<file path="src/hdl/radio_pkg.sv">
package radio_pkg;

  // ----------------------------------------
  // Sizes and constants
  // ----------------------------------------
  localparam int NUM_RX = 3;

  // Tuning word to phase increment, 76.8 MHz clock
  localparam logic [31:0] PHASE_MULT  = 32'd1876499845;
  localparam logic [31:0] PHASE_ROUND = 32'd16777216;
  // Low bit of the 32-bit phase slice in the 64-bit product
  localparam int PHASE_LSB = 25;

  // Full CW envelope, 8x the peak NCO input
  localparam logic [17:0] MAX_CW_LEVEL = 18'h26C00;
  localparam logic [17:0] CW_RAMP_STEP = 18'd64;

  localparam int LUT_AW = 12;
  localparam int DAC_W  = 12;

  // ----------------------------------------
  // Encodings
  // ----------------------------------------
  typedef enum logic [5:0] {
    CTRL     = 6'h00,
    TX_FREQ  = 6'h01,
    RX0_FREQ = 6'h02,
    RX1_FREQ = 6'h03,
    RX2_FREQ = 6'h04,
    PD_CTRL  = 6'h2B
  } reg_addr_e;

  typedef enum logic [1:0] {PD_OFF = 2'd0, PD_ON = 2'd1} pd_mode_e;
  typedef enum logic [1:0] {IDLE, MUL1, MUL2, COMMIT} cfg_state_e;
  typedef enum logic [1:0] {WAIT_STROBE, SEND_I, SEND_Q, WAIT_CLEAR} ups_state_e;
  typedef enum logic [1:0] {CW_OFF, CW_RISE, CW_FALL} cw_state_e;

  // ----------------------------------------
  // Bundles
  // ----------------------------------------
  typedef struct packed {
    logic [5:0]  adr;
    logic [31:0] dat;
    logic        we;
    logic        cyc;
    logic        stb;
  } wb_req_t;

  typedef struct packed {
    logic [31:0] dat;
    logic        ack;
  } wb_rsp_t;

  typedef struct packed {
    logic signed [15:0] i;
    logic signed [15:0] q;
  } iq16_t;

  typedef struct packed {
    logic signed [23:0] i;
    logic signed [23:0] q;
  } rx_sample_t;

  // Channel 0 sits in the low bits
  typedef struct packed {
    rx_sample_t [NUM_RX-1:0] ch;
  } rx_frame_t;

  typedef struct packed {
    logic [31:0]              tx;
    logic [NUM_RX-1:0] [31:0] rx;
  } phase_words_t;

  typedef struct packed {
    logic [4:0] last_chan;
    logic       duplex;
    pd_mode_e   pd_mode;
  } radio_cfg_t;

  typedef struct packed {
    logic [31:0] tdata;
    logic        tvalid;
  } lut_write_t;

endpackage
</file>
<file path="src/hdl/radio_cfg_regs.sv">
`timescale 1ns/100ps

module radio_cfg_regs (
  input  logic                    clk,
  input  logic                    rst_n_i,
  input  radio_pkg::wb_req_t      wb_req_i,
  output radio_pkg::wb_rsp_t      wb_rsp_o,
  output radio_pkg::radio_cfg_t   cfg_o,
  output radio_pkg::phase_words_t phase_o
);
  import radio_pkg::*;

  cfg_state_e   state_q;
  logic         ack_q;
  logic [31:0]  rd_dat_q;
  radio_cfg_t   cfg_q;
  phase_words_t phase_q;
  // Frequency write in flight
  logic [5:0]   addr_q;
  logic [31:0]  freq_word_q;
  logic [63:0]  prod_q;
  logic [31:0]  phase_new_q;
  logic         req_new;
  logic         is_freq;
  logic         rx0_follows_tx;
  logic [4:0]   last_chan_w;
  logic [31:0]  rd_mux;

  // A request still held after its ack is not taken again
  assign req_new = wb_req_i.cyc && wb_req_i.stb && !ack_q;
  assign is_freq = wb_req_i.adr inside {TX_FREQ, RX0_FREQ, RX1_FREQ, RX2_FREQ};
  // Simplex single receiver, rx0 tracks the transmit frequency
  assign rx0_follows_tx = !cfg_q.duplex && (cfg_q.last_chan == 5'd0);

  // Clamp last_chan to the receivers that exist
  assign last_chan_w = (wb_req_i.dat[7:3] > 5'(NUM_RX - 1)) ? 5'(NUM_RX - 1)
                                                            : wb_req_i.dat[7:3];

  always_comb begin
    case (wb_req_i.adr)
      CTRL:     rd_mux = {24'd0, cfg_q.last_chan, cfg_q.duplex, 2'b00};
      TX_FREQ:  rd_mux = phase_q.tx;
      RX0_FREQ: rd_mux = phase_q.rx[0];
      RX1_FREQ: rd_mux = phase_q.rx[1];
      RX2_FREQ: rd_mux = phase_q.rx[2];
      default:  rd_mux = 32'd0;
    endcase
  end

  // ----------------------------------------
  // Bus FSM and register writes
  // ----------------------------------------
  always_ff @(posedge clk) begin
    if (!rst_n_i) begin
      state_q <= IDLE;
      ack_q   <= 1'b0;
      cfg_q   <= '0;
      phase_q <= '0;
    end else begin
      ack_q <= 1'b0;
      case (state_q)
        IDLE: begin
          if (req_new) begin
            if (wb_req_i.we && is_freq) begin
              state_q <= MUL1;
            end else begin
              // Plain register access, ack next edge
              ack_q <= 1'b1;
              if (wb_req_i.we && wb_req_i.adr == CTRL) begin
                cfg_q.last_chan <= last_chan_w;
                cfg_q.duplex    <= wb_req_i.dat[2];
              end
              // Sub index 0 only
              if (wb_req_i.we && wb_req_i.adr == PD_CTRL && wb_req_i.dat[31:24] == 8'h00) begin
                cfg_q.pd_mode <= (wb_req_i.dat[17:16] == 2'd1) ? PD_ON : PD_OFF;
              end
            end
          end
        end
        MUL1: state_q <= MUL2;
        MUL2: state_q <= COMMIT;
        COMMIT: begin
          state_q <= IDLE;
          ack_q   <= 1'b1;
          case (addr_q)
            TX_FREQ: begin
              phase_q.tx <= phase_new_q;
              if (rx0_follows_tx) phase_q.rx[0] <= phase_new_q;
            end
            RX0_FREQ: phase_q.rx[0] <= rx0_follows_tx ? phase_q.tx : phase_new_q;
            RX1_FREQ: phase_q.rx[1] <= phase_new_q;
            RX2_FREQ: phase_q.rx[2] <= phase_new_q;
            default: ;
          endcase
        end
        default: state_q <= IDLE;
      endcase
    end
  end

  // ----------------------------------------
  // Phase pipeline, two cycles for the multiply
  // ----------------------------------------
  always_ff @(posedge clk) begin
    if (state_q == IDLE && req_new) begin
      addr_q      <= wb_req_i.adr;
      freq_word_q <= wb_req_i.dat;
      rd_dat_q    <= rd_mux;
    end
    prod_q      <= {32'd0, freq_word_q} * {32'd0, PHASE_MULT} + {32'd0, PHASE_ROUND};
    // Bits 56:25 hold the rounded phase increment
    phase_new_q <= prod_q[PHASE_LSB +: 32];
  end

  assign wb_rsp_o.dat = rd_dat_q;
  assign wb_rsp_o.ack = ack_q;
  assign cfg_o        = cfg_q;
  assign phase_o      = phase_q;

endmodule

</file>
<file path="config.mk">
export PLATFORM = sky130hd
export DESIGN_NAME = radio_cfg_regs
export DESIGN_NICKNAME = d
export VERILOG_FILES = /design/src/hdl/radio_pkg.sv /design/src/hdl/radio_cfg_regs.sv
export SDC_FILE = /design/constraint.sdc
export NUM_CORES = 2
export LEC_CHECK = 0
export ABC_AREA = 1
export BUFFER_PORTS_ARGS = -buffer_cell sky130_fd_sc_hd__buf_2
export CORE_ASPECT_RATIO = 1.5
export CORE_UTILIZATION = 35
export DETAILED_ROUTE_END_ITERATION = 6
export PLACE_DENSITY = 0.52
export SYNTH_ARGS = -nofsm -noshare
export SYNTH_HDL_FRONTEND = slang
export SYNTH_SLANG_ARGS = --single-unit
</file>
<file path="constraint.sdc">
create_clock -name clk -period 12.1 [get_ports clk]
set_input_delay 2.42 -clock clk [delete_from_list [all_inputs] [get_ports clk]]
set_output_delay 2.42 -clock clk [all_outputs]
set_load 0.01 [all_outputs]
</file>
# After elaboration in Yosys (flattened, before gate mapping)
# Index checks and enable logic that the tools add are counted.
dict set report word_totals {
  register_bits 298
  latch_bits 0
  ram_bits 0
  mem_bits_ro 0
  inputBits 43
  mem_count 0
}
dict set report op_classes {
  add_sub_neg 1
  n_mul 1
  div_mod_pow 0
  order_cmp 1
  eq_ne 16
  shifts 0
  muxes 12
  n_bitwise 1
  reduce_logical 23
}
# operator n
set op_table {}
lappend op_table {{$pmux W32 S5} 1}
lappend op_table {{$mux W32} 2}
lappend op_table {{$pmux W32 S2} 1}
lappend op_table {{$add A57 B25 Y57 const B} 1}
lappend op_table {{$mul A32 B31 Y57 const B} 1}
lappend op_table {{$eq A6 B2 Y1 const B} 4}
lappend op_table {{$eq A6 B1 Y1 const B} 2}
lappend op_table {{$eq A6 B3 Y1 const B} 2}
lappend op_table {{$logic_and A1 B1 Y1} 8}
lappend op_table {{$logic_not A8 Y1} 1}
lappend op_table {{$pmux W2 S4} 1}
lappend op_table {{$reduce_and A2 Y1} 4}
lappend op_table {{$reduce_and A4 Y1} 2}
lappend op_table {{$eq A6 B6 Y1 const B} 1}
lappend op_table {{$logic_not A6 Y1} 1}
lappend op_table {{$ne A2 B2 Y1 const B} 3}
lappend op_table {{$gt A5 B2 Y1 const B} 1}
lappend op_table {{$logic_not A5 Y1} 1}
lappend op_table {{$mux W5} 1}
lappend op_table {{$eq A2 B1 Y1 const B} 2}
lappend op_table {{$eq A2 B2 Y1 const B} 2}
lappend op_table {{$mux W2} 2}
lappend op_table {{$reduce_bool A4 Y1} 1}
lappend op_table {{$mux W1} 3}
lappend op_table {{6 further kinds} 7}

# Logic depth before layout (Yosys ltp)
dict set report logic_depth {
  word_depth 6
  mapped_depth 29
}

# Least setup slack after synthesis
# No wires, ideal clock.
dict set report synth_timing {
  path_kind {in2reg}
  from {input port wb_req_i[1] (netlist name)}
  to {register cfg_q, in the netlist cfg_o[2]}
  t_arrival_ns 6.409
  required_time_ns 11.981
  setup_slack_ns 5.572
  path_stages 7
  path_buffers 0
  cell_sequence {nand2_1 -> nor2_1 -> inv_1 -> nor2_1 -> nand4_2 -> nor2_1 -> nor2_1}
}
dict set report synth_between {
  elab_chain_cells 3
}
# item line
set synth_rtl {}
lappend synth_rtl {{from (decl)} radio_cfg_regs.sv:6} ;# input radio_pkg::wb_req_t wb_req_i,
lappend synth_rtl {{$logic_and A1 B1 Y1 (2 in a row)} radio_cfg_regs.sv:30} ;# assign req_new = wb_req_i.cyc && wb_req_i.stb && !ack_q;
lappend synth_rtl {{$reduce_and A4 Y1 (no source line)} --}
lappend synth_rtl {{to (decl)} radio_cfg_regs.sv:16} ;# radio_cfg_t cfg_q;
# Every way passes these cells.
# A chain may end at the register's enable or synchronous reset.

# Worst setup path in the final report
dict set report layout_timing {
  from {register freq_word_q[4]}
  to {register prod_q[46]}
}
dict set report layout_between {
  elab_chain_cells 2
}
# item line
set layout_rtl {}
lappend layout_rtl {{from (decl)} radio_cfg_regs.sv:20} ;# logic [31:0] freq_word_q;
lappend layout_rtl {{from (signal assigned)} radio_cfg_regs.sv:107} ;# freq_word_q <= wb_req_i.dat;
lappend layout_rtl {{$mul A32 B31 Y57} radio_cfg_regs.sv:110} ;# prod_q <= {32'd0, freq_word_q} * {32'd0, PHASE_MULT} + {32'd0, PHASE_ROUND};
lappend layout_rtl {{$add A57 B25 Y57} radio_cfg_regs.sv:110}
lappend layout_rtl {{to (signal assigned)} radio_cfg_regs.sv:110}
lappend layout_rtl {{to (decl)} radio_cfg_regs.sv:21} ;# logic [63:0] prod_q;
# Every way passes these cells.

==> run metrics <==
HP Class=register to register; cell count after synthesis=2988; DPL Wire Length=73800 um; Syn Nets=3741; Inserted Diodes=0; # DRC=0; dominant synthesized flop cell=dfxtp_1; CTS sink cnt=272; status=finished clean; Distinct cells, synth=44; routed len/inst=21.1 um; Post-CTS Resized=0; CTS HTree Levels=1; Initial Util=0.354; Die Y=340 um; setup_tns=0 ns; GPL Wtd Cong=0.972; Clock Tree Buf Depth=3; initial antenna violation count=0; post-CTS setup buffers=0; CTS tree=yes; worst slew pin tran=0.918 ns; die width=227 um; Vias=20500; I/O Pins=212; pin count of the biggest net entering global routing=87; Async SR Flop Fraction=0; CTS Buf Count=30; Post-CTS Hold Buffers=0; required time worst endpoint=12.62 ns; post-layout min period=6.98 ns; RSZ-0062 raised after global routing=false; Area Growth Syn to Fin=11.9%; sequential share of the synthesized area=0.231; max-slew violations=0; Detail Route Antenna Nets=0; critical path arrival=7.50 ns; first-pass GRT wire length=133000 um; synth warn=0; Crit. End Element=register; Max-Cap Viols=0; GRT Residual Overflow=0; GRT Util Overall=0.234; CTS root buffer=clkbuf_16; worst hold slack=0.321 ns; Total Wirelength=88700 um; count of final hold-check violations=0; Core Region=75300 sq um; ratio of cells with drive above 1 in the final layout=0.0900; synthesized area=26700 sq um; synthesized flop and latch total=272; final period utilization=0.577; Post-Syn Area per Cell=8.92 sq um; clock skew=0.0246 ns; CP Max Fanout=8; Core Util, Final=0.396; EDFF count, synth=70; worst skew pair latency=0.63 ns; Rows=123; DRT iter0 DRCs=1047; Setup Crit Path Kind=register to register; area of the die=77300 sq um; fmax=0.143 GHz; worst rel slew slack=0.388; Worst-path clk slew=0.07 ns; vias in the first global route=21900; DRT Pass-1 Iters=5; Worst setup SP type=register; Final Setup Violations=0; IO Port Bufs=210; fin nets=3930; Via density=4.87
[cells in the final DEF, fill, tap and decap left out, drive strengths merged, types with 2 or more instances in the layout]
master,netlist,final
fa,392,392
nand3,88,88
clkbuf,39,35
xnor2,9,9
a21o,3,3
o2111ai,13,13
buf,24,220
a21oi,124,124
nand4,32,32
a31oi,33,33
a22oi,4,4
o21a,6,6
xor2,7,7
or2,2,2
a221oi,19,19
dfxtp,202,202
nand3b,3,3
nor3,15,15
edfxtp,70,70
o21ai,187,187
o21bai,7,7
ha,318,318
nor2,236,236
nand2,399,399
bufinv,0,4
clkinv,0,12
inv,749,753
[flip-flops by register name (all words and copies together), names as in the netlist]
register	count
rd_dat_q	32
phase_new_q	32
phase_o	128
freq_word_q	32
cfg_o	7
prod_q	32
state_q	2
ack_q	1
addr_q	6
[layout make-up]
class / count / area (sq um)
inverter: 749 / 2810
clock inverter: 21 / 250
multi-input combinational: 1904 / 17400
clock buffer: 35 / 811
sequential: 272 / 6150
timing repair buffer: 220 / 1130
fill: 7675 / 45400
tap: 1000 / 1250
[per-stage QoR]
step           instances  setup WS (ns)  cell area, sq um
2_1_floorplan       2988           5.57             26700
3_3_place_gp        4145           5.08             28800
3_5_place_dp        4145           5.10             28800
4_1_cts             4201           5.07             29800
5_1_grt             4201           4.70             29800
6_report            4201           5.12             29800
[worst max-delay path, stage by stage, from the launching register on]
cell and delay (ns):
edfxtp_1 0.65, inv_1 0.22, fa_1 0.64, fa_1 0.60, inv_1 0.06, fa_1 0.39
fa_1 0.59, fa_1 0.45, fa_1 0.42, fa_1 0.51, inv_1 0.05, fa_1 0.47
inv_1 0.04, ha_1 0.40, nand2_1 0.13, nor2_1 0.25, nand2_1 0.18, nor3_1 0.38
nand3_1 0.24, nand4_1 0.15, nand2_1 0.06
[cells by family after synthesis]
group,after synthesis,synth area share
xor+xnor,16,0.00526
flops,272,0.231
other cells,1,0.000141
compound gates,397,0.0825
fa+ha+maj,710,0.444
simple gates,780,0.121
buf+inv,812,0.117
[cells in the mapped netlist (2+ instances only)]
cell type,count,area [sq um]
inv_1,747,2800
nand2_1,396,1490
fa_1,392,7850
ha_1,318,3980
nor2_1,235,882
dfxtp_1,202,4040
o21ai_0,157,786
a21oi_1,124,621
nand3_1,88,440
edfxtp_1,70,2100
clkbuf_1,39,146
a31oi_1,33,206
nand4_1,30,188
o21ai_1,30,150
a221oi_1,19,166
buf_2,16,80.1
nor3_1,13,65.1
o2111ai_1,13,114
xnor2_1,9,78.8
o21bai_1,7,52.6
xor2_1,7,61.3
o21a_1,6,45.0
buf_4,5,37.5
a22oi_1,4,30.0
a21o_1,3,22.5
buf_6,3,33.8
nand3b_1,3,22.5
inv_2,2,7.51
nand2_2,2,12.5
[routing by layer]
| metal | share of wire | up-vias | track usage |
|---|---|---|---|
| met5 | 0 | - | 0 |
| met4 | 0.062 | 0 | 0.124 |
| met3 | 0.050 | 195 | 0.0341 |
| met2 | 0.51 | 580 | 0.425 |
| met1 | 0.38 | 10000 | 0.258 |
| li1 | - | 9670 | - |
[path summary, 6_finish.rpt]
path                                          startpoint                 endpoint  slack [ns]  depth (start not counted)
worst min register to register        prod_q[55]$_DFF_P_  phase_new_q[30]$_DFF_P_        0.32                          0
worst min-delay path                  prod_q[55]$_DFF_P_  phase_new_q[30]$_DFF_P_        0.32                          0
worst max register to register  freq_word_q[4]$_DFFE_PP_       prod_q[46]$_DFF_P_        5.12                         20
worst max-delay path            freq_word_q[4]$_DFFE_PP_       prod_q[46]$_DFF_P_        5.12                         20
Power is not shown: default switching activity piles up to over one toggle a cycle in this logic, so the estimate is an artifact.
