## src/hdl/radio_pkg.sv

```systemverilog
package radio_pkg;

  // ----------------------------------------
  // Sizes and constants
  // ----------------------------------------
  localparam int NUM_RX = 3;

  // Tuning word to phase increment, 76.8 MHz clock
  localparam logic [31:0] PHASE_MULT  = 32'd1876499845;
  localparam logic [31:0] PHASE_ROUND = 32'd16777216;
  // Low bit of the 32-bit phase slice in the 64-bit product
  localparam int PHASE_LSB = 25;

  // Full CW envelope, 8x the peak NCO input
  localparam logic [17:0] MAX_CW_LEVEL = 18'h26C00;
  localparam logic [17:0] CW_RAMP_STEP = 18'd64;

  localparam int LUT_AW = 12;
  localparam int DAC_W  = 12;

  // ----------------------------------------
  // Encodings
  // ----------------------------------------
  typedef enum logic [5:0] {
    CTRL     = 6'h00,
    TX_FREQ  = 6'h01,
    RX0_FREQ = 6'h02,
    RX1_FREQ = 6'h03,
    RX2_FREQ = 6'h04,
    PD_CTRL  = 6'h2B
  } reg_addr_e;

  typedef enum logic [1:0] {PD_OFF = 2'd0, PD_ON = 2'd1} pd_mode_e;
  typedef enum logic [1:0] {IDLE, MUL1, MUL2, COMMIT} cfg_state_e;
  typedef enum logic [1:0] {WAIT_STROBE, SEND_I, SEND_Q, WAIT_CLEAR} ups_state_e;
  typedef enum logic [1:0] {CW_OFF, CW_RISE, CW_FALL} cw_state_e;

  // ----------------------------------------
  // Bundles
  // ----------------------------------------
  typedef struct packed {
    logic [5:0]  adr;
    logic [31:0] dat;
    logic        we;
    logic        cyc;
    logic        stb;
  } wb_req_t;

  typedef struct packed {
    logic [31:0] dat;
    logic        ack;
  } wb_rsp_t;

  typedef struct packed {
    logic signed [15:0] i;
    logic signed [15:0] q;
  } iq16_t;

  typedef struct packed {
    logic signed [23:0] i;
    logic signed [23:0] q;
  } rx_sample_t;

  // Channel 0 sits in the low bits
  typedef struct packed {
    rx_sample_t [NUM_RX-1:0] ch;
  } rx_frame_t;

  typedef struct packed {
    logic [31:0]              tx;
    logic [NUM_RX-1:0] [31:0] rx;
  } phase_words_t;

  typedef struct packed {
    logic [4:0] last_chan;
    logic       duplex;
    pd_mode_e   pd_mode;
  } radio_cfg_t;

  typedef struct packed {
    logic [31:0] tdata;
    logic        tvalid;
  } lut_write_t;

endpackage
```

## src/hdl/rx_upstream_framer.sv

```systemverilog
`timescale 1ns/100ps

module rx_upstream_framer (
  input  logic                  clk,
  input  logic                  rst_n_i,
  input  radio_pkg::radio_cfg_t cfg_i,
  input  radio_pkg::rx_frame_t  rx_samples_i,
  input  logic                  rx_strobe_i,
  output logic [23:0]           rx_tdata_o,
  output logic                  rx_tvalid_o,
  output logic                  rx_tlast_o,
  input  logic                  rx_tready_i
);
  import radio_pkg::*;

  ups_state_e                   state_q;
  logic [$clog2(NUM_RX)-1:0]    chan_q;
  // Channel count frozen for the whole frame
  logic [$clog2(NUM_RX)-1:0]    last_q;
  rx_frame_t                    frame_q;
  rx_sample_t                   cur;

  assign cur = frame_q.ch[chan_q];

  // ----------------------------------------
  // Beat sequencer
  // ----------------------------------------
  always_ff @(posedge clk) begin
    if (!rst_n_i) begin
      state_q <= WAIT_STROBE;
      chan_q  <= '0;
      last_q  <= '0;
    end else begin
      case (state_q)
        WAIT_STROBE: begin
          chan_q <= '0;
          if (rx_strobe_i && rx_tready_i) begin
            // last_chan is already clamped below NUM_RX
            last_q  <= cfg_i.last_chan[$clog2(NUM_RX)-1:0];
            state_q <= SEND_I;
          end
        end
        SEND_I: if (rx_tready_i) state_q <= SEND_Q;
        SEND_Q: begin
          if (rx_tready_i) begin
            if (chan_q == last_q) begin
              state_q <= WAIT_CLEAR;
            end else begin
              chan_q  <= chan_q + 1'b1;
              state_q <= SEND_I;
            end
          end
        end
        // Hold off until the receiver strobe drops
        WAIT_CLEAR: if (!rx_strobe_i) state_q <= WAIT_STROBE;
        default: state_q <= WAIT_STROBE;
      endcase
    end
  end

  // Snapshot of all channels, taken at frame start
  always_ff @(posedge clk) begin
    if (state_q == WAIT_STROBE && rx_strobe_i && rx_tready_i) frame_q <= rx_samples_i;
  end

  // Outputs come from state only, so they hold while tready is low
  assign rx_tvalid_o = (state_q == SEND_I) || (state_q == SEND_Q);
  assign rx_tdata_o  = (state_q == SEND_I) ? cur.i : cur.q;
  assign rx_tlast_o  = (state_q == SEND_Q) && (chan_q == last_q);

endmodule

```

## config.mk

```make
export PLATFORM = sky130hd
export DESIGN_NAME = rx_upstream_framer
export DESIGN_NICKNAME = d
export VERILOG_FILES = /design/src/hdl/radio_pkg.sv /design/src/hdl/rx_upstream_framer.sv
export SDC_FILE = /design/constraint.sdc
export NUM_CORES = 1
export LEC_CHECK = 0
export ABC_AREA = 1
export BUFFER_PORTS_ARGS = -buffer_cell sky130_fd_sc_hd__buf_2
export CORE_MARGIN = 5
export CORE_UTILIZATION = 50
export CTS_BUF_LIST = sky130_fd_sc_hd__clkbuf_8
export DETAILED_ROUTE_END_ITERATION = 16
export PLACE_DENSITY = 0.78
export SETUP_SLACK_MARGIN = 0.02
export SLEW_MARGIN = 20
export SYNTH_ARGS = -nofsm -noshare
export SYNTH_HDL_FRONTEND = slang
export SYNTH_SLANG_ARGS = --single-unit
export TNS_END_PERCENT = 100
```

## constraint.sdc

```tcl
create_clock -name clk -period 12.52 [get_ports clk]
set_input_delay 0.626 -clock clk [delete_from_list [all_inputs] [get_ports clk]]
set_output_delay 0.626 -clock clk [all_outputs]
set_load 0.02 [all_outputs]
```

Word-level counts from Yosys, hierarchy flattened
Cells that the tools add are included.
Word-level totals
  bits in read-only memories: 0
  memories: 0
  logic and storage cells: 42
  input bits: 156
  output and inout port bits: 26
  bits in latches: 0
  flip-flop bits (word level): 150
  bits in writable memories: 0
Cells by class
  multiplexer cells: 12
  add/sub/neg operators: 1
  shifts and indexed selects: 0
  eq/ne operators: 9
  bitwise gates (word level): 0
  reduce and logical (&&, ||, !) cells: 10
  order comparisons: 1
  divide/modulo/power cells: 0
  multiply operators: 0
Operators by type and width (count)
  binary-select mux 48 bit (select 2 bit): 1
  two-way mux 48 bit: 1
  two-way mux 24 bit: 1
  two-way mux 2 bit: 7
  inequality test 2 bit, second input constant: 5
  case mux 2 bit (4 select lines): 1
  == test 2 bit, second input constant: 2
  logical AND 1 bit: 4
  case mux 2 bit (2 select lines): 1
  AND reduction 4 bit: 1
  less-than comparator 2 x 3 -> 1 bit, second input constant: 1
  AND reduction 3 bit: 1
  adder 2 x 1 -> 2 bit, second input constant: 1
  == test 2 x 1 -> 1 bit, second input constant: 1
  == test 2 bit: 1
  zero test 2 bit: 1
  AND reduction 2 bit: 1
  nonzero test 2 bit: 1
  logical OR 1 bit: 1

Depth between registers and ports, before layout
Gate-level depths: netlist of the first run.
  depth in word-level cells: 4
  depth in mapped cells: 9
  mapped depth without buffers: 8

Worst setup path after synthesis of the first run
OpenSTA, ideal clock, no wires.
  path type: in2reg
  from: in rx_strobe_i
  to: reg frame_q[0] in the netlist's numbering (enable)
  data required time: 12024 ps
  library setup time: 496 ps
  path slack: 8475 ps
  cell stages on the path: 2
  path buffers: 0
  arrival: 3549 ps
  path through: nand3_1 -> inv_1
On the way
  word-level cells in the longest chain between the ends: 2
RTL lines
  start, declared: RTL line rx_upstream_framer.sv:8  | input logic rx_strobe_i,
  logical AND 1 bit (2 in a row): RTL line rx_upstream_framer.sv:63  | if (state_q == WAIT_STROBE && rx_strobe_i && rx_tready_i) frame_q <= rx_samples_i;
  end signal, assigned: RTL line rx_upstream_framer.sv:63
  end, declared: RTL line rx_upstream_framer.sv:20  | rx_frame_t frame_q;
No other way between the ends.
A chain may end at the register's enable or synchronous reset.

Worst setup path in the final report of the first run
  from: reg state_q[1]
  to: out rx_tdata_o[8]
On the way
  word-level cells in the longest chain between the ends: 2
RTL lines
  start, declared: RTL line rx_upstream_framer.sv:16  | ups_state_e state_q;
  start signal, assigned: RTL line rx_upstream_framer.sv:30  | state_q <= WAIT_STROBE;
  start signal, assigned: RTL line rx_upstream_framer.sv:40  | state_q <= SEND_I;
  start signal, assigned: RTL line rx_upstream_framer.sv:43  | SEND_I: if (rx_tready_i) state_q <= SEND_Q;
  == test 2 x 1 -> 1 bit: RTL line rx_upstream_framer.sv:68  | assign rx_tdata_o = (state_q == SEND_I) ? cur.i : cur.q;
  two-way mux 24 bit: RTL line rx_upstream_framer.sv:68
  end, declared: RTL line rx_upstream_framer.sv:9  | output logic [23:0] rx_tdata_o,
No other way between the ends.

==> flow_summary.yaml, run 1 <==
sta:
  finalSetupViolCount: 0
  fin_crit_ps: 3662
  period_share_pct: 29.25
  fin_tns_setup_ps: 0
  clock-skew-final_ps: 7.539
  finalHoldViolCount: 0
  finalMaxSlewViolations: 0
  grt_setup_unrepaired: "no"
  timing.fmax_mhz: 273.1
  timing.slew.headroom_pct: 33.84
  worstMarginPinSlew_ps: 990.9
outcome:
  status: "finished clean"
logic_synthesis:
  synth_edf_count: 144
  yosysSeqAreaShare_pct: 75.10
  synth_top_family_by_area: "simple AND/OR/NAND/NOR gates"
  synth.distinct_cells: 20
  ys_ff_latch: 150
  synthCells: 472
  synthAdderAreaFrac_pct: 0.8457
  syn_area_mm2: 0.005918
  synth_top_area_share_pct: 73.07
  yosysWarnings: 0
  synth_xor_area_share_pct: 0.1480
  synthTopCellsByArea: "edfxtp_1, nor2_1, nor3_1, o21ai_1, o21ai_0"
  synthSimpleGateAreaFrac_pct: 13.83
  async_flop_share_pct: 0
  synth_top_area_cell: "edfxtp_1"
  syn_nets: 632
  synth_ff_type: "edfxtp_1"
  avgSynthCellArea_um2: 12.54
  yosys-top-cells-count: "edfxtp_1, nor2_1, nor3_1, o21ai_1, o21ai_0"
  synth_most_common_cell: "edfxtp_1"
  synthMuxAreaShare_pct: 0
  synth_compound_area_share_pct: 7.019
place:
  dp_hpwl_um: 8924
  gp_congestion: 0.7962
  port-buffer-count: 175
  place_inst: 768
global_routing:
  antenna_found_initial: 0
  grt_pass1_vias: 4211
  grt_use_total_pct: 19.90
  grt_pass1_wl_um: 21540
  grt_max_degree: 79
  overflow: 0
floorplanning:
  design.core.area_mm2: 0.01152
  std_cell_rows: 39
  die_h_um: 118.8
  dieArea_mm2: 0.01411
  initial_utilization_pct: 51.39
  dieWidth_um: 118.8
  ioPinCount: 182
worst_setup_path:
  cp.arrival_ps: 3040
  r2r_slack_ps: 9820
  cp-endpoint: "rx_tdata_o[8]"
  r2r_start: "state_q[0]"
  path_max_fanout: 50
  cp-startpoint: "state_q[1]"
  reg2regPathDepth: 5
  reg2reg_to: "frame_q[140]"
  end_kind: "primary output"
  start_kind: "flip-flop"
  crit_type: "flip-flop to primary output"
  required_ps: 11890
finish:
  fin_nets: 804
  final_util_pct: 63.58
  antenna_cells: 0
  finalNonFillerCells: 800
  area_growth_pct: 23.72
  num-fill-cells: 887
  drive_gt1_share_pct: 32.72
run:
  cap_viol_max_count: 0
clock_network:
  cts_made_buffers: 17
  cts_sinks: 150
  cts-resized-gates: 0
  clk_path_buf_depth: 2
  postCtsSetupBuffers: 0
  clockRootBuffer: "clkbuf_8"
  clk_pin_slew_ps: 80
  clk_latency_ps: 440
  cts-hold-fix-buffers: 0
  cts_tree: "done"
  htreeDepth: 4
detailed_routing:
  drtIter0Drc: 388
  via_count: 4224
  antenna_left: 0
  drt-pass1-iter-count: 7
  drc: 0
  routedWlPerCell_um: 17.29
  vias_per_cell: 5.280
  routed_wl_um: 13830
min_path:
  worstHoldPathType: "input port to flip-flop"
  holdPathStages: 1
power:
  ir_drop_mv: 0.1426
  p_leak_uw: 0.002894
  power_density_mw_per_mm2: 210.8
## kinds of logic after synthesis
family                   count (synthesis)
AND/OR/NAND/NOR                        196
flip-flops                             150
AO/OA/AOI/OAI                           83
buffers and inverters                   38
adder cells (fa/ha/maj)                  4
XOR/XNOR                                 1
## final cells by class
| class | count | area [µm²] | area share (%) |
|---|---|---|---|
| inverters | 13 | 53.80 | 0.7348 |
| repair buffers | 178 | 898.4 | 12.27 |
| clock buffers | 19 | 261.5 | 3.571 |
| flip-flops and latches | 150 | 4446 | 60.71 |
| well taps | 143 | 178.9 | 2.444 |
| multi-input cells | 284 | 1295 | 17.69 |
| clock inverters | 13 | 188.9 | 2.580 |
## per-layer routing
metal / GRT usage, % / vias to the layer above / routed length, µm
met2: 33.04 / 188 / 7014
met1: 24.33 / 1988 / 5406
met3: 5.826 / 23 / 1108
li1: - / 2025 / -
met4: 8.617 / 0 / 302
met5: 0 / - / 0
## layout by cell type, fill, tap and decap left out, drive strengths merged
cell type,count
ha,4
nand4,1
clkinv,4
nand3,6
xnor2,1
nand2,14
o21ai,77
clkbuf,19
clkinvlp,1
edfxtp,144
nor3,48
dfxtp,6
nor2,127
buf,178
bufinv,5
a21oi,6
inv,16
## power by group
| part | switching (µW) | internal, µW |
|---|---|---|
| registers | 19.5 | 627 |
| logic | 341 | 145 |
| clock network | 167 | 244 |
## flip-flops by register name (all words and copies together) (netlist names)
signal,count
frame_q,144
state_q,2
last_q,2
chan_q,2
## critical path: stages, from the launching register on
cell and delay [ps]:
dfxtp_1 340, inv_1 110, ha_2 170, buf_4 510, inv_2 530, nor3_1 460, o21ai_1 140, o21ai_1 130
buf_2 190
## worst min path at each step
stage,startpoint,endpoint
2_1_floorplan,last_q[0],last_q[0]
3_3_place_gp,last_q[0],last_q[0]
3_5_place_dp,last_q[0],last_q[0]
4_1_cts,rx_samples_i[80],frame_q[80]
5_1_grt,rx_samples_i[80],frame_q[80]
6_report,rx_samples_i[36],frame_q[36]
## metrics by stage
stage                     cell area (µm²)  hold slack, ps  setup slack, ps  total power (µW)
final                                7322           356.9             8858              1543
after global routing                 7322           313.8             8645              1627
after CTS                            7322           320.2             8851              1556
after detailed placement             6872           487.3             9364              1143
after global placement               6872           452.3             9402              1130
after floorplan                      5918           443.3             8475             987.8
No activity file was read; power rests on OpenSTA's default activity.
==> run 2, diff against run 1 <==
clock period = 3.8 ns   (was 12.52 ns; I/O delays follow)
==> run 2 against run 1 <==
- total power grew to 3.4 times the previous value
- combinational power grew to 3.7 times the previous value
- hold slack worse by 310 ps
- sequential cell count stayed put
- via count is 21% higher
- global-route usage is 6.9 points higher
- critical path type unchanged
- largest cell class unchanged
- largest power group unchanged
==> flow_summary.yaml, run 2 (same netlist as run 1, synthesis figures left out) <==
finish:
  regMostFlops: "frame_q"
  finalInstanceArea_mm2: 0.008758
  drive_gt1_share_pct: 26.81
  fin_nets: 951
  regArea_mm2: 0.004446
  num-fill-cells: 644
  finalNonFillerCells: 948
  multiInputGateArea_mm2: 0.001295
  area_growth_pct: 47.99
  largest_reg_flops: 144
  most-common-layout-cells: "buf_2, dlygate4sd3_1, edfxtp_1, nor2_1, nor3_1"
  layout_commonest_cell: "buf_2"
place:
  gp_congestion: 0.8241
  place_inst: 770
  place_area_mm2: 0.006885
  port-buffer-count: 175
  dp_hpwl_um: 9252
worst_setup_path:
  crit_type: "flip-flop to primary output"
  path_max_fanout: 33
  end_kind: "primary output"
  cp.arrival_ps: 2650
  required_ps: 3610
  r2r_slack_ps: 1630
  start_kind: "flip-flop"
global_routing:
  overflow: 0
  grt_max_degree: 77
  grt_use_total_pct: 26.78
  grt_pass1_wl_um: 28550
  antenna_found_initial: 2
  grt_pass1_vias: 5332
detailed_routing:
  routedWlPerCell_um: 19.74
  antenna_left: 0
  drt-pass1-iter-count: 6
  drtIter0Drc: 580
  routed_wl_um: 18710
  drc: 0
  via_count: 5114
  vias_per_cell: 5.395
power:
  switching_power_uw: 1888
  p_int_uw: 3353
  sw_frac_of_total_pct: 36.02
  ir_drop_mv: 0.5318
  power_density_mw_per_mm2: 598.4
  clkPwrFrac_pct: 25.1
  power.total_uw: 5241
  p_leak_uw: 0.003465
  combPwrFrac_pct: 34.0
  p_seq_share_pct: 40.9
floorplanning:
  design.core.area_mm2: 0.01152
  ioPinCount: 182
  dieArea_mm2: 0.01411
  dieWidth_um: 118.8
  die_h_um: 118.8
  initial_utilization_pct: 51.39
  std_cell_rows: 39
sta:
  finalMaxSlewViolations: 0
  worstMarginPinSlew_ps: 966.5
  fin_tns_setup_ps: 0
  finalHoldViolCount: 0
  timing.slew.headroom_pct: 35.57
  period_share_pct: 74.64
  finalSetupViolCount: 0
  grt_setup_unrepaired: "no"
  timing.fmax_mhz: 352.6
  fin_crit_ps: 2836
  clock-skew-final_ps: 10.14
clock_network:
  cts_tree: "done"
  clk_path_buf_depth: 2
  clockRootBuffer: "clkbuf_8"
  postCtsSetupBuffers: 0
  htreeDepth: 4
  clk_pin_slew_ps: 70
  clk_latency_ps: 460
  cts_sinks: 150
  cts_made_buffers: 17
min_path:
  worstHoldPathType: "input port to flip-flop"
run:
  cap_viol_max_count: 0
outcome:
  status: "finished clean"
## run 2: final cells by class
type / instances / area share, %
flip-flops and latches: 150 / 50.76
repair buffers: 325 / 27.00
multi-input cells: 284 / 14.79
clock buffers: 17 / 2.671
clock inverters: 13 / 2.057
well taps: 143 / 2.043
inverters: 13 / 0.6000
diodes: 3 / 0.08571
## run 2: per-layer routing
layer | vias up | wire length (µm) | global-route usage (%)
li1 | 2321 | - | -
met1 | 2449 | 6731 | 30.73
met2 | 294 | 9928 | 46.54
met3 | 50 | 1461 | 7.259
met4 | 0 | 588 | 12.82
met5 | - | 0 | 0
## run 2: critical path: stages, from the launching register on
cell	delay (ps)
dfxtp_2	460
inv_2	550
buf_4	380
nor2_1	70
nor3_1	270
o21ai_1	130
o21ai_0	120
buf_2	200
## run 2: path summary, 6_finish.rpt
path                   start        endpoint  cells past startpoint
setup / recovery   chan_q[0]  rx_tdata_o[23]                      7
hold / removal      cfg_i[4]       last_q[1]                      3
setup reg to reg  state_q[0]    frame_q[134]                      5
hold reg to reg    last_q[0]       last_q[0]                      2
## run 2: timing repair
item / in CTS / in global routing
gates resized for setup: 0 / 0
hold buffers: 145 / 0
endpoints found under the hold margin: 146 / 0
setup endpoints to repair: 0 / 0
## run 2: power by group through the flow
stage          Combinational [µW]  Sequential (µW)  Clock, µW
2_1_floorplan                1080             2160          0
3_3_place_gp                 1570             2160          0
3_5_place_dp                 1600             2170          0
4_1_cts                      1720             2140       1310
5_1_grt                      1910             2160       1400
6_report                     1780             2140       1320
## run 2: per-stage QoR
| stage | util, % | setup WS, ps | hold slack [ps] |
|---|---|---|---|
| final | 76.05 | 963.5 | 42.47 |
| after floorplan | - | 421.1 | 288.9 |
| after global placement | 59.79 | 1506 | 366.6 |
| after global routing | 76.03 | 765.8 | 45.66 |
| after detailed placement | 59.79 | 1464 | 368.1 |
| after CTS | 75.99 | 967.5 | 33.27 |
