**src/hdl/radio_pkg.sv**
```systemverilog
package radio_pkg;

  // ----------------------------------------
  // Sizes and constants
  // ----------------------------------------
  localparam int NUM_RX = 3;

  // Tuning word to phase increment, 76.8 MHz clock
  localparam logic [31:0] PHASE_MULT  = 32'd1876499845;
  localparam logic [31:0] PHASE_ROUND = 32'd16777216;
  // Low bit of the 32-bit phase slice in the 64-bit product
  localparam int PHASE_LSB = 25;

  // Full CW envelope, 8x the peak NCO input
  localparam logic [17:0] MAX_CW_LEVEL = 18'h26C00;
  localparam logic [17:0] CW_RAMP_STEP = 18'd64;

  localparam int LUT_AW = 12;
  localparam int DAC_W  = 12;

  // ----------------------------------------
  // Encodings
  // ----------------------------------------
  typedef enum logic [5:0] {
    CTRL     = 6'h00,
    TX_FREQ  = 6'h01,
    RX0_FREQ = 6'h02,
    RX1_FREQ = 6'h03,
    RX2_FREQ = 6'h04,
    PD_CTRL  = 6'h2B
  } reg_addr_e;

  typedef enum logic [1:0] {PD_OFF = 2'd0, PD_ON = 2'd1} pd_mode_e;
  typedef enum logic [1:0] {IDLE, MUL1, MUL2, COMMIT} cfg_state_e;
  typedef enum logic [1:0] {WAIT_STROBE, SEND_I, SEND_Q, WAIT_CLEAR} ups_state_e;
  typedef enum logic [1:0] {CW_OFF, CW_RISE, CW_FALL} cw_state_e;

  // ----------------------------------------
  // Bundles
  // ----------------------------------------
  typedef struct packed {
    logic [5:0]  adr;
    logic [31:0] dat;
    logic        we;
    logic        cyc;
    logic        stb;
  } wb_req_t;

  typedef struct packed {
    logic [31:0] dat;
    logic        ack;
  } wb_rsp_t;

  typedef struct packed {
    logic signed [15:0] i;
    logic signed [15:0] q;
  } iq16_t;

  typedef struct packed {
    logic signed [23:0] i;
    logic signed [23:0] q;
  } rx_sample_t;

  // Channel 0 sits in the low bits
  typedef struct packed {
    rx_sample_t [NUM_RX-1:0] ch;
  } rx_frame_t;

  typedef struct packed {
    logic [31:0]              tx;
    logic [NUM_RX-1:0] [31:0] rx;
  } phase_words_t;

  typedef struct packed {
    logic [4:0] last_chan;
    logic       duplex;
    pd_mode_e   pd_mode;
  } radio_cfg_t;

  typedef struct packed {
    logic [31:0] tdata;
    logic        tvalid;
  } lut_write_t;

endpackage
```
**src/hdl/tx_baseband_keyer.sv**
```systemverilog
`timescale 1ns/100ps

module tx_baseband_keyer (
  input  logic             clk,
  input  logic             rst_n_i,
  input  logic             cw_keydown_i,
  input  logic [31:0]      tx_tdata_i,
  input  logic             tx_tvalid_i,
  output logic             tx_tready_o,
  output radio_pkg::iq16_t tx_baseband_o
);
  import radio_pkg::*;

  cw_state_e   cw_state_q;
  logic [17:0] level_q;
  iq16_t       sample_q;
  iq16_t       cw_word;
  iq16_t       baseband_q;

  // No back-pressure toward the sample source
  assign tx_tready_o = 1'b1;

  // Envelope scaled down by 8 onto i, q silent
  assign cw_word.i = {1'b0, level_q[17:3]};
  assign cw_word.q = 16'sd0;

  // ----------------------------------------
  // Sample latch and CW envelope
  // ----------------------------------------
  always_ff @(posedge clk) begin
    if (!rst_n_i) begin
      sample_q   <= '0;
      cw_state_q <= CW_OFF;
      level_q    <= 18'd0;
      baseband_q <= '0;
    end else begin
      // I in the upper half, Q in the lower half
      if (tx_tvalid_i) sample_q <= tx_tdata_i;
      case (cw_state_q)
        CW_OFF: begin
          level_q <= 18'd0;
          if (cw_keydown_i) cw_state_q <= CW_RISE;
        end
        CW_RISE: begin
          // Linear rise, saturate at full level
          if (level_q > MAX_CW_LEVEL - CW_RAMP_STEP) level_q <= MAX_CW_LEVEL;
          else level_q <= level_q + CW_RAMP_STEP;
          if (!cw_keydown_i) cw_state_q <= CW_FALL;
        end
        CW_FALL: begin
          if (level_q == 18'd0) cw_state_q <= CW_OFF;
          else if (level_q < CW_RAMP_STEP) level_q <= 18'd0;
          else level_q <= level_q - CW_RAMP_STEP;
        end
        default: cw_state_q <= CW_OFF;
      endcase
      // Envelope replaces the sample for the whole ramp
      baseband_q <= (cw_state_q != CW_OFF) ? cw_word : sample_q;
    end
  end

  assign tx_baseband_o = baseband_q;

endmodule

```
**config.mk**
```make
export PLATFORM = sky130hd
export DESIGN_NAME = tx_baseband_keyer
export DESIGN_NICKNAME = d
export VERILOG_FILES = /design/src/hdl/radio_pkg.sv /design/src/hdl/tx_baseband_keyer.sv
export SDC_FILE = /design/constraint.sdc
export NUM_CORES = 1
export LEC_CHECK = 0
export BUFFER_PORTS_ARGS = -buffer_cell sky130_fd_sc_hd__buf_2
export CORE_MARGIN = 1
export CORE_UTILIZATION = 58
export CTS_CLUSTER_SIZE = 12
export DETAILED_ROUTE_END_ITERATION = 6
export GPL_ROUTABILITY_DRIVEN = 0
export PLACE_DENSITY = 0.93
export SLEW_MARGIN = 0
export SYNTH_ARGS = -nofsm -noshare
export SYNTH_HDL_FRONTEND = slang
export SYNTH_SLANG_ARGS = --single-unit
```
**constraint.sdc**
```tcl
create_clock -name clk -period 5.4 [get_ports clk]
set_clock_uncertainty 0.2 [all_clocks]
set_input_delay 0.54 -clock clk [delete_from_list [all_inputs] [get_ports clk]]
set_output_delay 0.54 -clock clk [all_outputs]
set_load 0.02 [all_outputs]
```
[After elaboration in Yosys (flattened, before gate mapping)]
Index checks and enable logic that the tools add are counted.
Word-level totals
  bits in registers: 84
  output and inout port bits: 33
  logic and storage cells: 34
Cells by class
  $add $sub $neg: 2
  $lt $le $gt $ge: 2
  equality and inequality tests: 6
  muxes and demuxes: 9
  bitwise operators: 1
  reductions and logical operators: 7
Operators with widths (number)
  $mux 18: 3
  $pmux 18 s3: 1
  $mux 31: 1
  $add 18x7->18 const B: 1
  $gt 18x18->1 const B: 1
  $logic_not 18->1: 1
  $lt 18x7->1 const B: 1
  $sub 18x7->18 const B: 1
  $ne 2x2->1 const B: 4
  $mux 2: 3
  $pmux 2 s3: 1
  $reduce_and 3->1: 1
  $reduce_bool 3->1: 1
  $eq 2x1->1 const B: 1
  $eq 2x2->1 const B: 1
  $logic_not 2->1: 1
  $reduce_and 2->1: 1
  $reduce_bool 2->1: 1
  $reduce_or 2->1: 1
  $not 1->1: 1

[Logic depth before layout (Yosys ltp)]
Gate-level depths: netlist of the first run.
  word-level depth: 4
  gate-level depth with buffers: 10
  mapped depth without buffers: 8

[Worst setup path before layout of the first run]
Ideal clock, no wire load.
  path kind: register -> register
  start point: register level_q[6]
  end point: register level_q[16]
  setup time: 0.059 ns
  data arrival time: 2.112 ns
  data required time: 5.141 ns
  slack: 3.029 ns
  stages on the path, launching flop included: 11
  clock period less this slack: 2.371 ns
  cell sequence: dfxtp_1 > buf_4 > inv_1 > ha_1 > nor2b_1 > and4_1 > a21oi_1 > and2_0 > clkbuf_1 > a32o_1 > a22o_1
Between the ends
  cells in the longest elaborated chain, start to end: 4
  elaborated cells between the ends (all ways): 11
  classes of those cells: 2 x add/sub; 2 x order compare; 1 x eq/ne; 4 x mux; 2 x reduce/logical
RTL lines
  start: declaration: RTL line tx_baseband_keyer.sv:15  | logic [17:0] level_q;
  start signal: assignment: RTL line tx_baseband_keyer.sv:47  | else level_q <= level_q + CW_RAMP_STEP;
  start signal: assignment: RTL line tx_baseband_keyer.sv:53  | else level_q <= level_q - CW_RAMP_STEP;
  $sub 18x7->18 or $lt 18x7->1 (tied branches): RTL line tx_baseband_keyer.sv:53, tx_baseband_keyer.sv:52
  $mux 18: RTL line tx_baseband_keyer.sv:52  | else if (level_q < CW_RAMP_STEP) level_q <= 18'd0;
  $mux 18: RTL line tx_baseband_keyer.sv:51  | if (level_q == 18'd0) cw_state_q <= CW_OFF;
  $pmux 18 s3: RTL line tx_baseband_keyer.sv:39  | case (cw_state_q)
Several ways; a longest one is shown, not always the timed one. The select of a mux whose other input is x is not followed.
A chain may end at the register's enable or synchronous reset.

[Worst setup path in the final report of the first run]
  start point: register level_q[6]
  end point: register level_q[15]
The elaborated chain is that of the path after synthesis.

==> results of run 1 <==
## final cells by class
cell class                      count  area [µm²]  area share (%)
Clock buffer                        9         124            3.21
Clock inverter                      7         105            2.72
Inverter                            7        26.3           0.680
Multi-Input combinational cell    242        1610            41.7
Sequential cell                    78        1560            40.4
Tap cell                           72        90.1            2.33
Timing Repair Buffer               68         343            8.88
## final timing paths
| kind | from | to | depth (start not counted) |
|---|---|---|---|
| hold / removal | tx_tdata_i[7] | sample_q[7]$_SDFFE_PN0P_ | 3 |
| setup reg to reg | level_q[6]$_SDFFE_PN0P_ | level_q[15]$_SDFFE_PN0P_ | 7 |
| setup / recovery | level_q[6]$_SDFFE_PN0P_ | level_q[15]$_SDFFE_PN0P_ | 7 |
| hold reg to reg | sample_q[8]$_SDFFE_PN0P_ | tx_baseband_o[8]$_SDFF_PP0_ | 1 |
## power by group
part           leakage [µW]  switching, µW  internal, µW
clock              0.000112            226           267
combinational       0.00114           90.2          57.0
sequential         0.000638           12.0           600
## tightest hold or removal path, cell delays in order
cell	delay, ns
buf_2	0.07
mux2i_1	0.06
nor2_1	0.07
## metrics by stage
| stage | hold WS, ns | cells | total power, µW | setup slack (ns) | area, µm² |
|---|---|---|---|---|---|
| 2_1_floorplan | 0.252 | 359 | 724 | 3.03 | 3380 |
| 3_3_place_gp | 0.259 | 467 | 761 | 2.60 | 3630 |
| 3_5_place_dp | 0.269 | 467 | 767 | 2.50 | 3630 |
| 4_1_cts | 0.212 | 483 | 1250 | 2.40 | 3860 |
| 5_1_grt | 0.213 | 483 | 1300 | 2.10 | 3860 |
| 6_report | 0.216 | 483 | 1250 | 2.31 | 3860 |
## per-layer routing
layer	vias to the layer above	global-route usage (%)
met5	-	0
met3	45	7.21
met1	1373	33.5
met2	184	47.0
li1	1355	-
met4	0	12.0
## registers in the layout (all words and copies together), names as in the netlist
| register | count |
|---|---|
| level_q | 12 |
| tx_baseband_o | 32 |
| cw_state_q | 2 |
| sample_q | 32 |
## cell families after synthesis
kind of cell,count (synthesis),synth area share (%)
multiplexers,46,13.7
buffers and inverters,39,6.18
AND/OR/NAND/NOR,127,18.8
adder cells (fa/ha/maj),7,2.59
XOR/XNOR,2,0.740
flip-flops,78,46.2
AO/OA/AOI/OAI,59,11.8
other,1,0.111
## layout by cell type (no fill, tap or decap), types with 4 or more instances in the layout
cell and n:
nand2_1 14, nor3_1 4, o21ai_0 11, a21oi_1 12
clkbuf_8 9, ha_1 7, a31oi_1 4, nor2_1 50
and3_1 26, nor2b_1 4, nand3_1 12, buf_2 67
dfxtp_1 78, mux2i_1 45, o31ai_1 4, or3_1 5
inv_1 6
==> flow_metrics.py, run 1 <==
metrics = {
    "final_layout": {
        "area_growth_pct": 14.2,
        "fill_cells": 404,
        "final_nets": 449,
        "num_antenna_cells": 0,
        "fin_util_pct": 69.3,
        "drive_gt1_share_pct": 21.9,
    },
    "sta": {
        "finalSetupTns_ns": 0,
        "relSlewSlack_pct": 20.2,
        "finalSetupViolCount": 0,
        "finalHoldViolations": 0,
        "final.min_clock_period_ns": 3.09,
        "fmax_mhz": 323,
        "worstMarginPinSlew_ns": 1.18,
        "period_share_pct": 57.3,
        "rsz0062_at_grt": "no",
        "maxSlewViolCount": 0,
    },
    "yosys": {
        "yosys_warnings": 0,
        "synthFlopType": "dfxtp_1",
        "yosysTopAreaCell": "dfxtp_1",
        "synth.most_common_cell": "dfxtp_1",
        "ys_ff_latch": 78,
        "synth-seq-area-share_pct": 46.2,
        "synthArstFlopShare_pct": 0,
        "netlist_area_um2": 3380,
        "yosysUniqueCellTypes": 53,
        "avgSynthCellArea_um2": 9.42,
        "synth_nets": 402,
        "synth_top_area_share_pct": 46.2,
        "synth_area_leaders": "dfxtp_1 46%, mux2i_1 13%, nor2_1 5.5%",
        "ys_top_cells_by_count": "78 x dfxtp_1, 50 x nor2_1, 45 x mux2i_1",
        "synth_edf_count": 0,
        "syn-instance-count": 359,
    },
    "floorplanning": {
        "die_area_um2": 6140,
        "initial_core_util_pct": 60.7,
        "die_x_um": 78.4,
        "pin_count": 69,
        "fp.dieH_um": 78.4,
        "core_um2": 5570,
        "row_count": 27,
    },
    "clock_tree": {
        "clock_path_buffers": 2,
        "clk_pin_slew_ns": 0.09,
        "cts_hold_buf": 0,
        "cts.sinks": 78,
        "clk-insertion-delay-late_ns": 0.36,
        "cts_resized": 0,
        "clockRootBuffer": "clkbuf_8",
        "htreeDepth": 3,
        "cts_buffers": 9,
        "cts_setup_buffers": 0,
        "cts_tree": "yes",
    },
    "critical_path": {
        "startpoint_type": "flop",
        "path_class": "reg2reg",
        "rrSetupSlack_ns": 2.31,
        "worst_setup_path_end_kind": "flop",
        "cp_top_family": "compound AO/OA/AOI/OAI gates",
        "crit_path_max_incr_delay_ns": 0.96,
        "cp_max_fo": 15,
        "required_ns": 5.47,
        "crit_slowest_cell": "a41oi_1",
        "crit_chain": "inv_1, ha_1, nor2b_1, a41oi_1, a22oi_1, or3_1, a31oi_1",
        "critPathBufInv": 1,
        "worstPathArrival_ns": 3.17,
    },
    "grt": {
        "grt.total_usage_pct": 27.9,
        "grt_pass1_wl_um": 13400,
        "grt_pass1_vias": 2766,
        "antenna_found_initial": 0,
        "overflow": 0,
        "grt_max_degree": 55,
    },
    "drt": {
        "dr_wl_met3_um": 684,
        "wl_met1_um": 3260,
        "routed-wl-met2_um": 4090,
        "firstDrtPassIters": 5,
        "ant_nets": 0,
        "highest_layer": "met4",
        "drt_iter0_drc": 383,
        "wl_um": 8340,
        "drc_errors": 0,
        "viasPerCell": 6.12,
        "num_vias": 2957,
        "wl_per_cell_um": 17.3,
    },
    "power": {
        "power_density_nw_per_um2": 324,
        "p_leak_uw": 0.00189,
        "max-vdd-ir-drop_mv": 0.255,
    },
    "hold_path": {
        "min_path_type": "in2reg",
    },
    "run": {
        "maxCapViolCount": 0,
    },
    "place": {
        "io_buffer_count": 67,
        "hpwl_um": 5090,
    },
    "run_status": {
        "status": "finished clean",
    },
}
No activity file was read; power rests on OpenSTA's default activity.
==> run 2: changes to the inputs <==
--- a/config.mk
+++ b/config.mk
@@ -7,11 +7,11 @@
 export LEC_CHECK = 0
 export BUFFER_PORTS_ARGS = -buffer_cell sky130_fd_sc_hd__buf_2
 export CORE_MARGIN = 1
-export CORE_UTILIZATION = 58
+export CORE_UTILIZATION = 54
 export CTS_CLUSTER_SIZE = 12
 export DETAILED_ROUTE_END_ITERATION = 6
 export GPL_ROUTABILITY_DRIVEN = 0
-export PLACE_DENSITY = 0.93
+export PLACE_DENSITY = 0.88
 export SLEW_MARGIN = 0
 export SYNTH_ARGS = -nofsm -noshare
 export SYNTH_HDL_FRONTEND = slang
==> constraint.sdc (replaced) <==
create_clock -name clk -period 2.9 [get_ports clk]
set_clock_uncertainty 0.2 [all_clocks]
set_input_delay 0.29 -clock clk [delete_from_list [all_inputs] [get_ports clk]]
set_output_delay 0.29 -clock clk [all_outputs]
set_load 0.02 [all_outputs]
==> run 2 against run 1 <==
  * The run now ends with hold timing left
  * Sequential share of layout area shrank 2.8 points
  * Maximum frequency grew 21%
  * Flip-flop and latch count is the same
  * First-iteration DRC count shrank 16%
  * Cell count grew 7.0%
  * Sequential power grew 86%
  * Register-to-register slack lost 2.0 ns
  * Global-route usage shrank 1.3 points
  * Design area grew 7.5%
  * Critical path depth grew 1
  * Via count grew 3.0%
==> flow_metrics.py, run 2 (same netlist as run 1, synthesis figures left out) <==
metrics = {
    "clock_tree": {
        "cts.sinks": 78,
        "clk-insertion-delay-late_ns": 0.35,
        "cts_buffers": 9,
        "cts_resized": 0,
        "cts_tree": "yes",
        "clockRootBuffer": "clkbuf_8",
        "htreeDepth": 3,
        "clk_pin_slew_ns": 0.08,
        "clock_path_buffers": 2,
        "cts_hold_buf": 26,
        "cts_setup_buffers": 0,
    },
    "drt": {
        "drt_iter0_drc": 323,
        "drc_errors": 0,
        "firstDrtPassIters": 5,
        "wl_um": 8490,
        "viasPerCell": 5.89,
        "wl_per_cell_um": 16.4,
        "ant_nets": 0,
        "num_vias": 3045,
    },
    "place": {
        "dpl_cell_area_um2": 3680,
        "hpwl_um": 5120,
        "place_ws_ns": 0.431,
        "io_buffer_count": 67,
    },
    "critical_path": {
        "cp_max_fo": 11,
        "rrSetupSlack_ns": 0.35,
        "startpoint_type": "flop",
        "required_ns": 2.91,
        "worst_setup_path_end_kind": "flop",
        "worstPathArrival_ns": 2.56,
        "reg2regPathDepth": 8,
        "path_class": "reg2reg",
        "reg2reg_from": "level_q[6]$_SDFFE_PN0P_",
        "r2r-end": "cw_state_q[1]$_SDFFE_PN0P_",
    },
    "final_layout": {
        "final_nets": 481,
        "final_cell_mix": "78 x dfxtp_1, 67 x buf_2, 50 x nor2_1, 45 x mux2i_1",
        "area_growth_pct": 22.8,
        "drive_gt1_share_pct": 21.5,
        "num_antenna_cells": 0,
        "fin_util_pct": 69.3,
        "layout_commonest_cell": "dfxtp_1",
        "final_area_um2": 4150,
    },
    "power": {
        "power_uw": 2310,
        "clkPwrFrac_pct": 37.5,
        "max-vdd-ir-drop_mv": 0.497,
        "power_density_nw_per_um2": 558,
        "combPwrFrac_pct": 13.2,
        "p_leak_uw": 0.00202,
        "switchingPower_uw": 582,
        "seqPwrFrac_pct": 49.3,
        "power.internal_uw": 1730,
        "swShare_pct": 25.2,
    },
    "grt": {
        "grt_max_degree": 33,
        "antenna_found_initial": 0,
        "grt_pass1_wl_um": 13200,
        "overflow": 0,
        "grt_pass1_vias": 2904,
        "grt.total_usage_pct": 26.6,
    },
    "floorplanning": {
        "initial_core_util_pct": 56.5,
        "core_um2": 5990,
        "fp.dieH_um": 81.1,
        "die_area_um2": 6580,
        "row_count": 28,
        "die_x_um": 81.1,
        "pin_count": 69,
    },
    "hold_path": {
        "min_from": "tx_tdata_i[25]",
        "min_path_type": "in2reg",
        "holdPathStages": 3,
        "hold_path_end": "sample_q[25]$_SDFFE_PN0P_",
    },
    "run_status": {
        "violations": "hold timing",
        "status": "finished, violations left",
    },
    "sta": {
        "relSlewSlack_pct": 35.0,
        "setup_ws_ns": 0.349,
        "maxSlewViolCount": 0,
        "rsz0062_at_grt": "no",
        "final.min_clock_period_ns": 2.55,
        "finalSetupViolCount": 0,
        "fin_hold_ws_ns": -0.00735,
        "fmax_mhz": 392,
        "finalSetupTns_ns": 0,
        "worstMarginPinSlew_ns": 0.974,
        "finalHoldViolations": 1,
        "period_share_pct": 88.0,
    },
    "run": {
        "maxCapViolCount": 0,
    },
}
==> run 2: cell count changes in the layout (fill, tap and decap cells not counted) <==
cell           change
buf_4              +6
clkinv_2           +2
clkinv_4           -1
dlygate4sd3_1     +26
inv_6              -1
inv_8              -1
==> run 2: area by class of cell <==
class	count	area, µm²
clock buffer	9	124
inverter	7	26.3
multi-input combinational	242	1610
fill	409	1840
tap	75	93.8
clock inverter	6	86.3
sequential	78	1560
timing repair buffer	100	648
==> run 2: routing by layer <==
| layer | track usage (%) | share of wire, % | vias to the layer above |
|---|---|---|---|
| li1 | - | - | 1423 |
| met1 | 31.8 | 40 | 1402 |
| met2 | 41.8 | 48 | 172 |
| met3 | 7.30 | 7.4 | 48 |
| met4 | 17.1 | 4.4 | 0 |
| met5 | 0.833 | 0 | - |
==> run 2: worst max-delay path by stage <==
stage | startpoint | end | slack, ns | depth (start not counted)
2_1_floorplan | level_q[6]$_SDFFE_PN0P_ | level_q[16]$_SDFFE_PN0P_ | 0.53 | 10
3_3_place_gp | level_q[8]$_SDFFE_PN0P_ | level_q[17]$_SDFFE_PN0P_ | 0.51 | 6
3_5_place_dp | level_q[6]$_SDFFE_PN0P_ | cw_state_q[0]$_SDFFE_PN0P_ | 0.43 | 8
4_1_cts | level_q[6]$_SDFFE_PN0P_ | cw_state_q[1]$_SDFFE_PN0P_ | 0.42 | 8
5_1_grt | level_q[6]$_SDFFE_PN0P_ | level_q[10]$_SDFFE_PN0P_ | 0.14 | 7
6_report | level_q[6]$_SDFFE_PN0P_ | cw_state_q[1]$_SDFFE_PN0P_ | 0.35 | 8
==> run 2: critical path, stage by stage, from the launching register on <==
cell	delay, ns
dfxtp_1	0.55
inv_1	0.14
ha_1	0.28
nor2b_1	0.18
a41oi_1	0.49
buf_4	0.28
nor3_1	0.06
o21ai_0	0.16
a21oi_1	0.08
==> run 2: metrics by stage <==
stage | std cells | hold slack [ns]
floorplan | 359 | 0.237
global placement | 476 | 0.258
detailed placement | 476 | 0.265
CTS | 517 | 0.000567
global route | 517 | 0.0104
finish | 517 | -0.00735
==> run 2: power groups by stage <==
stage / Sequential (µW) / Combinational [µW] / Clock (µW)
after floorplan: 1180 / 166 / 0
after global placement: 1160 / 265 / 0
after detailed placement: 1160 / 271 / 0
after CTS: 1140 / 299 / 875
after global routing: 1150 / 330 / 922
final: 1140 / 306 / 868
==> run 3: changes to the inputs <==
--- a/config.mk
+++ b/config.mk
@@ -6,6 +6,7 @@
 export NUM_CORES = 1
 export LEC_CHECK = 0
 export BUFFER_PORTS_ARGS = -buffer_cell sky130_fd_sc_hd__buf_2
+export CORE_ASPECT_RATIO = 0.5
 export CORE_MARGIN = 1
 export CORE_UTILIZATION = 54
 export CTS_CLUSTER_SIZE = 12
==> run 3 against run 2 <==
  * The run now ends clean
  * Total power is 14% higher
  * Highest routed layer unchanged
  * Critical path depth stayed put
  * Design area is 1.7% lower
  * Combinational power is 4% lower
  * Sequential share of layout area is 0.63 points higher
  * Sequential power hardly changed
  * First-iteration DRC count is 31% higher
  * Largest cell class unchanged
==> flow_metrics.py, run 3 (same netlist as run 1, synthesis figures left out) <==
metrics = {
    "clock_tree": {
        "cts_hold_buf": 6,
        "cts_resized": 0,
        "clk-insertion-delay-late_ns": 0.33,
        "cts_tree": "yes",
        "cts_buffers": 9,
        "clock_path_buffers": 2,
        "htreeDepth": 3,
        "clk_pin_slew_ns": 0.06,
        "cts_setup_buffers": 0,
        "cts.sinks": 78,
        "clockRootBuffer": "clkbuf_16",
    },
    "floorplanning": {
        "initial_core_util_pct": 58.8,
        "die_x_um": 114,
        "fp.dieH_um": 58.0,
        "core_um2": 5750,
        "die_area_um2": 6600,
        "row_count": 19,
        "pin_count": 69,
    },
    "power": {
        "max-vdd-ir-drop_mv": 0.349,
        "power.internal_uw": 2000,
        "swShare_pct": 24.1,
        "clkPwrFrac_pct": 45.6,
        "p_leak_uw": 0.00199,
        "combPwrFrac_pct": 11.1,
        "power_uw": 2630,
        "power_density_nw_per_um2": 645,
        "seqPwrFrac_pct": 43.3,
        "switchingPower_uw": 634,
    },
    "drt": {
        "ant_nets": 0,
        "wl_um": 8480,
        "num_vias": 2992,
        "wl_per_cell_um": 16.7,
        "viasPerCell": 5.89,
        "drc_errors": 0,
        "firstDrtPassIters": 6,
        "drt_iter0_drc": 423,
    },
    "final_layout": {
        "area_growth_pct": 20.7,
        "multi_input_area_um2": 1610,
        "num_antenna_cells": 0,
        "final_nets": 462,
        "fin_util_pct": 71.0,
        "drive_gt1_share_pct": 22.6,
        "seq_area_um2": 1560,
        "layout_commonest_cell": "dfxtp_1",
        "final_cell_mix": "78 x dfxtp_1, 67 x buf_2, 50 x nor2_1, 45 x mux2i_1, 26 x and3_1",
        "fill_cells": 395,
    },
    "critical_path": {
        "crit_slowest_cell": "dfxtp_1",
        "worst_setup_path_end_kind": "flop",
        "reg2regPathDepth": 8,
        "path_class": "reg2reg",
        "cp_max_fo": 11,
        "critPathBufInv": 1,
        "cp_top_family": "simple AND/OR/NAND/NOR gates",
        "worstPathArrival_ns": 2.60,
        "crit_chain": "inv_1, ha_1, nor2b_1, and4_1, a21oi_1, and2_0, a32o_1, a22o_1",
        "crit_path_max_incr_delay_ns": 0.52,
        "required_ns": 2.98,
        "crit_cells": 8,
        "startpoint_type": "flop",
    },
    "sta": {
        "relSlewSlack_pct": 26.7,
        "final.min_clock_period_ns": 2.52,
        "maxSlewViolCount": 0,
        "rsz0062_at_grt": "no",
        "fin_hold_ws_ns": 0.00782,
        "finalHoldViolations": 0,
        "period_share_pct": 86.9,
        "fmax_mhz": 397,
        "setup_ws_ns": 0.380,
        "worstMarginPinSlew_ns": 1.10,
        "finalSetupTns_ns": 0,
        "finalSetupViolCount": 0,
    },
    "hold_path": {
        "min_path_type": "in2reg",
        "holdPathStages": 3,
    },
    "grt": {
        "antenna_found_initial": 0,
        "grt.total_usage_pct": 27.0,
        "grt_max_degree": 33,
        "grt_pass1_wl_um": 13500,
        "overflow": 0,
        "grt_pass1_vias": 2781,
    },
    "place": {
        "place_ws_ns": 0.451,
        "io_buffer_count": 67,
        "hpwl_um": 5050,
    },
    "run": {
        "maxCapViolCount": 0,
    },
    "run_status": {
        "status": "finished clean",
    },
}
## run 3: cell count changes in the layout (fill, tap and decap cells not counted), sizes merged
cell	before	now
clkbuf	9	10
dlygate4sd3	26	6
buf	74	75
## run 3: final timing paths
| path | slack, ns | start | to |
|---|---|---|---|
| setup reg to reg | 0.38 | level_q[6]$_SDFFE_PN0P_ | level_q[16]$_SDFFE_PN0P_ |
| hold / removal | 0.008 | tx_tdata_i[18] | sample_q[18]$_SDFFE_PN0P_ |
| hold reg to reg | 0.28 | sample_q[18]$_SDFFE_PN0P_ | tx_baseband_o[18]$_SDFF_PN0_ |
| setup / recovery | 0.38 | level_q[6]$_SDFFE_PN0P_ | level_q[16]$_SDFFE_PN0P_ |
## run 3: power groups by stage
stage	clock (µW)	sequential [µW]	combinational, µW
2_1_floorplan	0	1180	166
3_3_place_gp	0	1160	271
3_5_place_dp	0	1160	276
4_1_cts	1210	1140	287
5_1_grt	1260	1150	316
6_report	1200	1140	293
## run 3: through the flow
step	cells	area (µm²)
2_1_floorplan	359	3380
3_3_place_gp	486	3700
3_5_place_dp	486	3700
4_1_cts	508	4080
5_1_grt	508	4080
6_report	508	4080
## run 3: worst reg2reg max path, cell delays in order, from the launching register on
cell	delay, ns
dfxtp_1	0.52
inv_1	0.14
ha_1	0.29
nor2b_1	0.18
and4_1	0.23
a21oi_1	0.24
and2_0	0.33
a32o_1	0.22
a22o_1	0.11
## run 3: area by class of cell
cell class,count,share of cell area (%)
clock inverter,6,2.30
tap,84,2.57
multi-input combinational,242,39.5
sequential,78,38.2
inverter,7,0.644
timing repair buffer,81,11.2
clock buffer,10,5.61
## run 3: routing by layer
layer,routed length [µm],share of wire (%),up-vias,track usage (%)
met1,3450,41,1403,32.0
met2,4100,48,171,46.6
met4,280,3.3,0,11.5
met3,647,7.6,34,7.85
li1,-,-,1384,-
met5,0,0,-,0
